**src/dyn_mem_pkg.sv**
```systemverilog
package dyn_mem_pkg;

    ////////////////////
    // Geometry
    ////////////////////

    localparam int unsigned ADDR_WIDTH       = 32;
    localparam int unsigned DATA_WIDTH       = 64;
    localparam int unsigned BANK_DATA_WIDTH  = 32;
    localparam int unsigned NUM_BANK_GROUP   = 4;
    localparam int unsigned BANKS_PER_GROUP  = DATA_WIDTH / BANK_DATA_WIDTH;
    localparam int unsigned MEM_SIZE_BYTES   = 4096;

    // Derived index widths
    localparam int unsigned WORD_OFFSET_BITS = $clog2(DATA_WIDTH / 8);
    localparam int unsigned GROUP_BITS       = $clog2(NUM_BANK_GROUP);
    localparam int unsigned ROW_BITS         =
        $clog2(MEM_SIZE_BYTES / (DATA_WIDTH / 8) / NUM_BANK_GROUP);

    ////////////////////
    // Types
    ////////////////////

    typedef logic [ADDR_WIDTH-1:0]   addr_t;
    typedef logic [DATA_WIDTH-1:0]   data_t;
    typedef logic [DATA_WIDTH/8-1:0] strb_t;

    typedef logic [GROUP_BITS-1:0]   group_idx_t;
    typedef logic [ROW_BITS-1:0]     row_idx_t;

    // Word index seen two ways
    // Interleaved: consecutive words step through the groups first
    // Contiguous: each group owns one block of rows
    typedef union packed {
        struct packed {
            row_idx_t   row;
            group_idx_t group;
        } ilv;
        struct packed {
            group_idx_t group;
            row_idx_t   row;
        } cont;
    } word_idx_u;

endpackage : dyn_mem_pkg

```
**src/dyn_mem_addr_map.sv**
```systemverilog
module dyn_mem_addr_map import dyn_mem_pkg::*; (
    input  addr_t      addr_i,
    input  addr_t      interleave_limit_i,
    output group_idx_t group_o,
    output row_idx_t   row_o
);

    ////////////////////
    // Word index
    ////////////////////

    localparam int unsigned WORD_IDX_BITS = $bits(word_idx_u);

    word_idx_u word_idx;
    logic      below_limit;

    // Drop the byte offset, and anything above the memory size aliases
    assign word_idx = word_idx_u'(addr_i[WORD_OFFSET_BITS +: WORD_IDX_BITS]);

    // Full address against the boundary
    assign below_limit = (addr_i < interleave_limit_i);

    ////////////////////
    // View select
    ////////////////////

    always_comb begin
        if (below_limit) begin
            group_o = word_idx.ilv.group;
            row_o   = word_idx.ilv.row;
        end else begin
            group_o = word_idx.cont.group;
            row_o   = word_idx.cont.row;
        end
    end

endmodule : dyn_mem_addr_map

```
**config.mk**
```make
export PLATFORM = sky130hd
export DESIGN_NAME = dyn_mem_addr_map
export DESIGN_NICKNAME = d
export VERILOG_FILES = /design/src/dyn_mem_pkg.sv /design/src/dyn_mem_addr_map.sv
export SDC_FILE = /design/constraint.sdc
export NUM_CORES = 1
export LEC_CHECK = 0
export BUFFER_PORTS_ARGS = -buffer_cell sky130_fd_sc_hd__buf_2
export CAP_MARGIN = 20
export CORE_MARGIN = 2
export CORE_UTILIZATION = 42
export DETAILED_ROUTE_END_ITERATION = 12
export PLACE_DENSITY = 0.84
export SYNTH_ARGS = -nofsm -noshare
export SYNTH_HDL_FRONTEND = slang
export SYNTH_SLANG_ARGS = --single-unit
```
**constraint.sdc**
```tcl
create_clock -name vclk -period 2.3
set_clock_uncertainty 0.2 [all_clocks]
set_input_delay 0 -clock vclk [all_inputs]
set_output_delay 0 -clock vclk [all_outputs]
set_load 0.03 [all_outputs]
```
After elaboration in Yosys (flattened, before gate mapping). Index checks and enable logic that the tools add are counted.

Flip-flop bits (word level): 0. Input bits: 64. Output and inout bits: 9. Logic and storage cells: 3.

Order comparisons: 1. Mux-type cells: 2.

Operator list (count): 32-bit < comparator (1); 7-bit 2-to-1 mux (1); 2-bit 2-to-1 mux (1).

Depth between registers and ports, before layout.
Word-level depth: 2. Depth in mapped cells: 9. Mapped depth without buffers: 8.

Least setup slack after synthesis. No wires, ideal clock.

Path kind: input port to output port. Start: input interleave_limit_i[6]. End: output group_o[0]. Data arrival time: 1.726 ns. Data required time: 2.100 ns. Path slack: 0.374 ns. Stages on the path: 9. Buffers on the path: 1. Cell sequence: inv_1 > ha_1 > a21o_1 > a221oi_2 > o31ai_1 > a211oi_1 > o211a_1 > buf_6 > mux2_4.

Cells in the longest elaborated chain, start to end: 2.

Ends and longest elaborated chain: start: declaration (RTL line dyn_mem_addr_map.sv:3) `input addr_t interleave_limit_i,`; 32-bit < comparator (RTL line dyn_mem_addr_map.sv:21) `assign below_limit = (addr_i < interleave_limit_i);`; 2-bit 2-to-1 mux (RTL line dyn_mem_addr_map.sv:28) `if (below_limit) begin`; end: declaration (RTL line dyn_mem_addr_map.sv:4) `output group_idx_t group_o,`.

Every way passes these cells.

Worst setup path after layout.
Start: input addr_i[6]. End: output row_o[5].

Cells in the longest elaborated chain, start to end: 2.

Ends and longest elaborated chain: start: declaration (RTL line dyn_mem_addr_map.sv:2) `input addr_t addr_i,`; 32-bit < comparator (RTL line dyn_mem_addr_map.sv:21); 7-bit 2-to-1 mux (RTL line dyn_mem_addr_map.sv:28); end: declaration (RTL line dyn_mem_addr_map.sv:5) `output row_idx_t row_o`.

Every way passes these cells.

==> run metrics <==
final period utilization 0.949; Placer Congestion 0.728; top post-synthesis cells by area ha_1 (41%), mux2_4 (14%), inv_1 (12%); die area 2650 um^2; Worst Setup Start Kind input port; Yosys Warn Count 0; area occupied by registers 0 um^2; Power Density 213 nW/um^2; Rows 17; drt initial violations 4; largest family of logic cells by synthesized area adder cells; Synth area leader ha_1; multi-input logic area 818 um^2; fin nets 288; Syn-to-layout area delta 43.3%; P_leak 0.888 nW; initial antenna violation count 0; Max Cap Viol 0; Final WS setup 117 ps; top cell type's share of synthesized area 0.410; Post-Synthesis Cells 118; total number of vias 1024; Crit Path Class input port to primary output; mux contribution to synthesized area 0.143; Port Buffers 73; Finished Layout Cells 219; pre-CTS setup slack 44.8 ps; TNS Setup 0 ps; Worst Setup End Kind primary output; fin crit period 2180 ps; Post-Synth Simple-Gate Area 0.127; DP HPWL 2070 um; # DRC 0; outcome finished clean; hold_ws 213 ps; seq_cells 0; core area 2170 um^2; ANT nets after route 0; Mean Syn Cell Area 8.02 um^2; Final Max Tran Viols 0; Final Setup Violations 0; DRT Wirelength 2150 um; Synthesized Nets 213; area share of fa/ha/maj cells after synthesis 0.410; dpl cells 219; post-layout util 0.625; Final Instance Area 1360 um^2; Syn Std Cell Area 946 um^2; I/O Pins 73; GR Util All Layers 0.157; Crit Path Max Fanout 9; peak supply drop 0.151 mV; Routed WL per cell 9.83 um; Via-to-Cell Ratio 4.68; synth unique cells 21; Synth Area in XOR/XNOR 0; chip width 51.5 um; gr ovfl total 0; Synth top cells by count ha_1 (31), inv_1 (31), a21oi_1 (10), mux2_4 (9), nand2_1 (7); first-pass GRT wire length 3370 um; Worst Max-Slew Pin Slew 252 ps; Pre-antenna DRT Iters 4; Placed Area 1360 um^2; RSZ-0062 raised after global routing no; arrival time at the worst endpoint 1980 ps; register area share after synthesis 0; max frequency 458 MHz; clock buf count 0; max_slew headroom 0.831; CTS Hold Buffers Added 0; Critical Path RT 2100 ps; compound-gate portion of the synthesized area 0.185; ANT cells 0; Initial Util 0.436; Die Height 51.5 um; layout cells sized above 1 0.450; vias in the first global route 913; total of fill cells in the finished design 215; Fin. Hold Viols 0; Hold Path Class input port to primary output; largest net degree at the start of global routing 10; final total power 0.288 mW
[routing by layer]
metal | GRT usage | vias to the layer above | wire length, um
met5 | 0 | - | 0
met4 | 0 | 0 | 0
met3 | 0.00292 | 0 | 119
met2 | 0.327 | 30 | 1110
met1 | 0.184 | 432 | 921
li1 | - | 562 | -
[cell usage in the layout, fill, tap and decap left out]
master / synthesis / final
a2111oi_4: 1 / 1
a211oi_1: 2 / 2
a21o_1: 3 / 3
a21oi_1: 10 / 10
a221o_1: 1 / 1
a221oi_2: 1 / 1
and3_1: 1 / 1
and4_1: 1 / 1
buf_12: 0 / 1
buf_2: 0 / 73
ha_1: 31 / 31
inv_1: 31 / 31
mux2_4: 9 / 9
nand2_1: 7 / 7
nand2b_4: 1 / 1
nand3_1: 5 / 5
nand4_1: 4 / 4
nor2_1: 4 / 4
o211a_1: 1 / 1
o21a_1: 1 / 1
o21ai_0: 2 / 2
o31ai_1: 1 / 1
[cells by family after synthesis]
logic type	Yosys count
buffers and inverters	32
adders and majority gates	31
AOI/OAI and AO/OA	23
and+or+nand+nor	23
muxes	9
[worst max-delay path: stages]
cell and delay [ps]:
buf_2 110, ha_1 300, a21o_1 190, a221oi_2 250, o31ai_1 100, a211oi_1 200, o211a_1 200, buf_12 140
mux2_4 300, buf_2 180
[area by class of cell]
class                           count  area share
Multi-Input combinational cell     86       0.604
Tap cell                           28      0.0259
Timing Repair Buffer               74       0.284
Inverter                           31      0.0859
[path summary, 6_finish.rpt]
path	cells past startpoint	from	to
worst min-delay path	3	addr_i[9]	row_o[6]
worst max-delay path	10	addr_i[6]	row_o[5]
[timing repair]
item / in CTS / in global routing
buffers inserted: 0 / 0
endpoints found under the setup margin: 0 / 9
gates resized for setup: 0 / 0
[where the power goes]
part | switching, mW | internal (mW) | total [mW] | leakage (nW)
Sequential | 0 | 0 | 0 | 0
Clock | 0 | 0 | 0 | 0
Combinational | 0.140 | 0.148 | 0.288 | 0.888
Total | 0.140 | 0.148 | 0.288 | 0.888
Note: power is estimated with default switching activity, not from simulation.
