==> src/dyn_mem_pkg.sv <==
package dyn_mem_pkg;

    ////////////////////
    // Geometry
    ////////////////////

    localparam int unsigned ADDR_WIDTH       = 32;
    localparam int unsigned DATA_WIDTH       = 64;
    localparam int unsigned BANK_DATA_WIDTH  = 32;
    localparam int unsigned NUM_BANK_GROUP   = 4;
    localparam int unsigned BANKS_PER_GROUP  = DATA_WIDTH / BANK_DATA_WIDTH;
    localparam int unsigned MEM_SIZE_BYTES   = 4096;

    // Derived index widths
    localparam int unsigned WORD_OFFSET_BITS = $clog2(DATA_WIDTH / 8);
    localparam int unsigned GROUP_BITS       = $clog2(NUM_BANK_GROUP);
    localparam int unsigned ROW_BITS         =
        $clog2(MEM_SIZE_BYTES / (DATA_WIDTH / 8) / NUM_BANK_GROUP);

    ////////////////////
    // Types
    ////////////////////

    typedef logic [ADDR_WIDTH-1:0]   addr_t;
    typedef logic [DATA_WIDTH-1:0]   data_t;
    typedef logic [DATA_WIDTH/8-1:0] strb_t;

    typedef logic [GROUP_BITS-1:0]   group_idx_t;
    typedef logic [ROW_BITS-1:0]     row_idx_t;

    // Word index seen two ways
    // Interleaved: consecutive words step through the groups first
    // Contiguous: each group owns one block of rows
    typedef union packed {
        struct packed {
            row_idx_t   row;
            group_idx_t group;
        } ilv;
        struct packed {
            group_idx_t group;
            row_idx_t   row;
        } cont;
    } word_idx_u;

endpackage : dyn_mem_pkg

==> src/dyn_mem_crossbar.sv <==
module dyn_mem_crossbar import dyn_mem_pkg::*; #(
    parameter int unsigned NUM_PORT = 2
) (
    input  logic                                  clk_i,
    input  logic                                  reset_i,

    // Port requests, already mapped
    input  logic       [NUM_PORT-1:0]             req_i,
    input  logic       [NUM_PORT-1:0]             we_i,
    input  group_idx_t [NUM_PORT-1:0]             group_i,
    input  row_idx_t   [NUM_PORT-1:0]             row_i,
    input  data_t      [NUM_PORT-1:0]             wdata_i,
    input  strb_t      [NUM_PORT-1:0]             strb_i,

    // Port responses
    output logic       [NUM_PORT-1:0]             gnt_o,
    output logic       [NUM_PORT-1:0]             rvalid_o,
    output data_t      [NUM_PORT-1:0]             rdata_o,

    // Bank group side
    output logic       [NUM_BANK_GROUP-1:0]       bank_req_o,
    output logic       [NUM_BANK_GROUP-1:0]       bank_we_o,
    output row_idx_t   [NUM_BANK_GROUP-1:0]       bank_row_o,
    output data_t      [NUM_BANK_GROUP-1:0]       bank_wdata_o,
    output strb_t      [NUM_BANK_GROUP-1:0]       bank_strb_o,
    input  data_t      [NUM_BANK_GROUP-1:0]       bank_rdata_i
);

    localparam int unsigned PTR_BITS = (NUM_PORT > 1) ? $clog2(NUM_PORT) : 1;

    logic [NUM_BANK_GROUP-1:0][PTR_BITS-1:0] rr_q;
    logic [NUM_BANK_GROUP-1:0][PTR_BITS-1:0] win_idx;
    logic [NUM_BANK_GROUP-1:0][NUM_PORT-1:0] grant;

    logic       [NUM_PORT-1:0] gnt_q;
    group_idx_t [NUM_PORT-1:0] group_q;

    ////////////////////
    // Arbitration
    ////////////////////

    // Search starts at the pointer and wraps around the ports
    always_comb begin : arbitrate
        int unsigned cand;

        grant   = '0;
        win_idx = '0;
        for (int g = 0; g < NUM_BANK_GROUP; g++) begin
            for (int i = 0; i < NUM_PORT; i++) begin
                cand = int'(rr_q[g]) + i;
                if (cand >= NUM_PORT) begin
                    cand = cand - NUM_PORT;
                end
                if ((grant[g] == '0) && req_i[cand] &&
                    (group_i[cand] == group_idx_t'(g))) begin
                    grant[g][cand] = 1'b1;
                    win_idx[g]     = cand[PTR_BITS-1:0];
                end
            end
        end
    end

    always_comb begin
        gnt_o = '0;
        for (int g = 0; g < NUM_BANK_GROUP; g++) begin
            gnt_o = gnt_o | grant[g];
        end
    end

    // Pointer moves one past the winner
    always_ff @(posedge clk_i) begin
        if (reset_i) begin
            rr_q <= '0;
        end else begin
            for (int g = 0; g < NUM_BANK_GROUP; g++) begin
                if (bank_req_o[g]) begin
                    if (win_idx[g] == PTR_BITS'(NUM_PORT - 1)) begin
                        rr_q[g] <= '0;
                    end else begin
                        rr_q[g] <= win_idx[g] + 1'b1;
                    end
                end
            end
        end
    end

    ////////////////////
    // Bank group drive
    ////////////////////

    always_comb begin
        for (int g = 0; g < NUM_BANK_GROUP; g++) begin
            bank_req_o[g]   = |grant[g];
            bank_we_o[g]    = we_i[win_idx[g]];
            bank_row_o[g]   = row_i[win_idx[g]];
            bank_wdata_o[g] = wdata_i[win_idx[g]];
            bank_strb_o[g]  = strb_i[win_idx[g]];
        end
    end

    ////////////////////
    // Response routing
    ////////////////////

    always_ff @(posedge clk_i) begin
        if (reset_i) begin
            gnt_q <= '0;
        end else begin
            gnt_q <= gnt_o;
        end
    end

    // Group of the granted request, used one cycle later
    always_ff @(posedge clk_i) begin
        for (int p = 0; p < NUM_PORT; p++) begin
            if (gnt_o[p]) begin
                group_q[p] <= group_i[p];
            end
        end
    end

    assign rvalid_o = gnt_q;

    always_comb begin
        for (int p = 0; p < NUM_PORT; p++) begin
            rdata_o[p] = bank_rdata_i[group_q[p]];
        end
    end

endmodule : dyn_mem_crossbar

==> config.mk <==
export PLATFORM = sky130hd
export DESIGN_NAME = dyn_mem_crossbar
export DESIGN_NICKNAME = d
export VERILOG_FILES = /design/src/dyn_mem_pkg.sv /design/src/dyn_mem_crossbar.sv
export SDC_FILE = /design/constraint.sdc
export NUM_CORES = 1
export LEC_CHECK = 0
export ABC_AREA = 1
export BUFFER_PORTS_ARGS = -buffer_cell sky130_fd_sc_hd__buf_2
export CAP_MARGIN = 15
export CORE_AREA = 2 2 346 348
export CTS_BUF_LIST = sky130_fd_sc_hd__clkbuf_4 sky130_fd_sc_hd__clkbuf_8
export DETAILED_ROUTE_END_ITERATION = 10
export DIE_AREA = 0 0 348 350
export PLACE_DENSITY = 0.32
export SLEW_MARGIN = 20
export SYNTH_ARGS = -nofsm -noshare
export SYNTH_HDL_FRONTEND = slang
export SYNTH_SLANG_ARGS = --single-unit
==> constraint.sdc <==
create_clock -name clk_i -period 1.5 [get_ports clk_i]
set_input_delay 0.3 -clock clk_i [delete_from_list [all_inputs] [get_ports clk_i]]
set_output_delay 0.3 -clock clk_i [all_outputs]
set_load 0.01 [all_outputs]
# Yosys cells after proc, flatten, opt, wreduce, memory -nomap -nowiden
# Index checks and enable logic that the tools add are counted.
[classes]
addsub = 16
bitwise = 7
n_reduce_logical = 30
eq_ne = 6
n_lt_le_gt_ge = 30
mux = 112
[ops]
columns = ["op", "count"]
rows = [
  ["two-way mux 64 bit", 10],
  ["binary-select mux 64 bit (select 2 bit)", 2],
  [">= comparator 32 x 1 -> 1 bit (second input constant)", 8],
  ["less-than comparator 32 x 2 -> 1 bit (second input constant)", 8],
  ["two-way mux 32 bit", 8],
  ["two-way mux 8 bit", 8],
  ["two-way mux 7 bit", 8],
  ["two-way mux 2 bit", 24],
  ["two-way mux 1 bit", 44],
  ["logical AND 1 bit", 20],
  ["OR 2 bit", 7],
  ["zero test 2 bit", 6],
  ["subtractor 1 x 2 -> 3 bit (second input constant)", 4],
  ["subtractor 2 x 2 -> 3 bit (second input constant)", 4],
  ["adder 1 x 1 -> 2 bit (second input constant)", 4],
  ["demux 1 bit (select 1 bit)", 8],
  ["== test 2 bit (second input constant)", 4],
  [">= comparator 1 x 2 -> 1 bit (second input constant)", 4],
  [">= comparator 2 bit (second input constant)", 4],
  ["less-than comparator 1 x 2 -> 1 bit (second input constant)", 4],
  ["OR reduction 2 bit", 4],
  ["less-than comparator 2 x 3 -> 1 bit (second input constant)", 2],
  ["adder 1 bit (second input constant)", 4],
  ["== test 2 x 1 -> 1 bit (second input constant)", 2],
]
[totals]
output_inout_bits = 456
ff_bits = 10
wordCells = 208
input_bits = 424

# Logic depth before layout (Yosys ltp)
[logic_depth]
depth_word = 14
mapped_depth = 11
mapped_depth_nobuf = 9

# Worst setup path before layout
# OpenSTA, ideal clock, no wires.
[synth_timing]
path_kind = "register -> output"
start = "register group_q[0] (netlist bit)"
end = "output rdata_o[12] (netlist bit)"
required_time_ns = 1.200
slack_ns = -0.149
arrival_time_ns = 1.349
path_stages_with_launch = 7
path_cell_list = "edfxtp_1 buf_2 inv_1 buf_2 clkbuf_1 nor2_1 o22ai_1"
[synth_rtl]
columns = ["element", "line", "rtl"]
rows = [
  ["start: declaration", "dyn_mem_crossbar.sv:36", "group_idx_t [NUM_PORT-1:0] group_q;"],
  ["start signal: indexed assignment", "dyn_mem_crossbar.sv:117", "group_q[p] <= group_i[p];"],
  ["end: declaration", "dyn_mem_crossbar.sv:18", "output data_t [NUM_PORT-1:0] rdata_o,"],
]

==> results.md <==
* Mapped Area at 0.00831 mm2
* Post-synth top cells: o21ai_0, nand2_1, nor2_1
* Final Hold Viols at 0
* Chip height at 350 um
* Die width at 348 um
* Area contributors post-synth: o21ai_0, nand2_1, nor2_1
* PD cells at 507 mW/mm2
* Reg2reg end: group_q[2]
* Largest net degree at the start of global routing at 53
* Clock sink total at 10
* Vias in the first global route at 15.5k
* Routed wl met3 at 8.10 mm
* Worst reg2reg path depth at 10
* CTS tree: yes
* Die area at 0.122 mm2
* Setup ws final at -724 ps
* Max Transition Viols Final at 0
* Yosys warns at 0
* Register area share after synthesis at 2.89%
* Count of cell types in the netlist at 27
* Worst clock skew at 0.971 ps
* Met1 WL at 40.8 mm
* Syn_nets at 2055
* Crit share post-route at 148%
* Ratio of cells with drive above 1 in the final layout at 72.8%
* CP max stage delay at 370 ps
* Max-slew headroom at 65.4%
* Top FF cell, synth: dfxtp_1
* Crit path DAT at 1920 ps
* RSZ-0062 raised after global routing: yes
* Core box area at 0.118 mm2
* Fin Hold WS at 354 ps
* Crit-path max FO at 10
* Drt pass-1 iters at 5
* Met2 WL at 55.9 mm
* Least-Margin Pin Slew at 518 ps
* DR vias/cell at 3.97
* Place WS at -825 ps
* Later-pin clock latency in the skew report at 240 ps
* R2r setup slk at -350 ps
* Hold path start: group_i[2]
* H-tree Lvls at 1
* EDFF count, synth at 4
* Fin nets at 3104
* Worst path cell trace: inv_2, nand2_2, nor2_4, nor2_4, nand3_4, nand2_8, buf_12, clkbuf_16, buf_16, o21ai_4, buf_2
* Clock transition at path regs at 50 ps
* Hold path cells at 1
* DRC violations left at 0
* Total number of vias at 16.8k
* Drt total wl at 108 mm
* First-pass GRT wire length at 130 mm
* Root buffer cell: clkbuf_8
* Crit. End Element: primary output
* Hold path endpoint: group_q[2]
* Critical Setup Path Class: reg -> out
* Remaining global-route overflow at 0
* Yosys reg bits at 10
* Clock Path Buffers at 2
* Fmax at 450 MHz
* CTS Buf Count at 3
* Max cap viols at 0
* Post-detail-place hpwl at 82.4 mm
* Antenna violations before repair at 45
* Initial core utilization at 7.05%
* Delay-heaviest family, CP: buffers and inverters
* DR WL/cell at 25.5 um
* Initial DRC Count at 936
* Setup violators final at 461
* Post-layout min period at 2220 ps
* Synth Instances at 1631
* Asr flop ratio synth at 0%
* Synth area leader: o21ai_0
* Leak at 10.3 nW
* FF-to-FF Start: rr_q[2]
* HP Class: in -> reg
* Cell with the most instances after synthesis: o21ai_0
* Uppermost layer routed: met5
* Worst Path Required at 1200 ps
* PortBufs at 879
* Hold Buf Count CTS at 0
* Crit path max-delay cell type: dfxtp_4
* Area Growth Syn to Fin at 169%
* Share of the synthesized area in the top cell type at 18.4%
* Most common cell on crit path: nor2_4
* Tot GR Track Use at 15.1%
* Violated checks: negative setup slack
* Num ports at 880
* Syn avg cell area at 5.09 um2
* Worst Setup Start Kind: flop
* Buf+Inv Stages, Crit Path at 5
* Peak VDD IR at 225 uV
* Routed Antenna Nets at 0
* Status: complete, but fails checks
* Site Rows at 126
* Routability cong. at 0.903
routing by layer:
metal	global-route usage [%]	vias up
li1	-	7725
met1	17.6	8020
met2	28.2	844
met3	3.84	159
met5	0	-
met4	2.07	18
cells by family after synthesis:
logic type / after synthesis / share of synthesized area, %
buf+inv: 259 / 16.1
compound gates: 709 / 48.3
flops: 10 / 2.89
simple gates: 653 / 32.7
layout by cell type, fill, tap and decap left out, types with 4 or more instances in the layout:
cell	n
nor2_4	17
diode_2	11
edfxtp_1	4
buf_4	111
nand2_4	102
buf_8	20
nor2_2	7
o22ai_1	67
o21ai_1	14
nand3_1	8
o21ai_0	239
nand2_2	211
o22ai_2	57
buf_6	113
buf_2	791
dfxtp_4	4
o22ai_4	4
clkbuf_16	47
nor2_1	257
buf_12	81
inv_1	91
nand2_1	39
buf_16	19
inv_2	8
o21ai_4	39
o21ai_2	284
nand2_8	15
nand3_4	4
power by group:
part,internal (mW),leakage [nW],switching [mW]
Combinational,4.61,10.2,6.09
Sequential,0.307,0.0906,0.0247
Clock,0.180,0.0232,0.115
Total,5.10,10.3,6.23
worst reg2reg max path, stage by stage (launching register included):
cell	delay, ps
dfxtp_4	380
nand2_4	60
nor2_4	170
buf_6	130
clkinvlp_4	90
buf_8	170
nand2_8	190
buf_12	140
nor2_4	40
nand2_4	80
buf_4	120
registers in the layout, indices dropped and copies added (netlist names):
name / count
rr_q: 4
rvalid_o: 2
group_q: 4
per-stage QoR:
step,std cells,util [%],total power [mW],cell area (um2),setup TNS (ps)
2_1_floorplan,1631,-,4.29,10200,-16570
3_3_place_gp,4077,14.8,8.92,17500,-237790
3_5_place_dp,4077,14.8,8.88,17500,-235970
4_1_cts,4118,16.0,9.75,18800,-267770
5_1_grt,4218,19.0,12.0,22300,-301070
6_report,4226,19.0,11.3,22300,-263130
worst max-delay path by stage:
stage	to	start	slack, ps	depth (start not counted)
final	bank_wdata_o[223]	rr_q[3]	-720	11
after global placement	bank_wdata_o[244]	group_i[3]	-820	9
after CTS	bank_wdata_o[50]	rr_q[0]	-730	9
after detailed placement	bank_wdata_o[244]	group_i[3]	-820	9
after floorplan	bank_row_o[2]	req_i[0]	-80	10
after global routing	bank_wdata_o[21]	rr_q[0]	-800	11
what timing repair did:
action                                  4_1_cts  5_1_grt
gates cloned                                 16       55
buffers inserted                             22       52
resized for setup                           160      446
endpoints found under the setup margin      459      461
pin swaps                                    12       39
area by class of cell:
| cell class | instances | area [um2] |
|---|---|---|
| diodes | 11 | 27.5 |
| well taps | 1536 | 1920 |
| clock inverters | 1 | 3.75 |
| multi-input cells | 1373 | 9890 |
| clock buffers | 3 | 41.3 |
| flip-flops and latches | 10 | 255 |
| inverters | 108 | 503 |
| repair buffers | 1184 | 9700 |
| fillers | 13600 | 95400 |
Power figures use the tool's default switching activity.
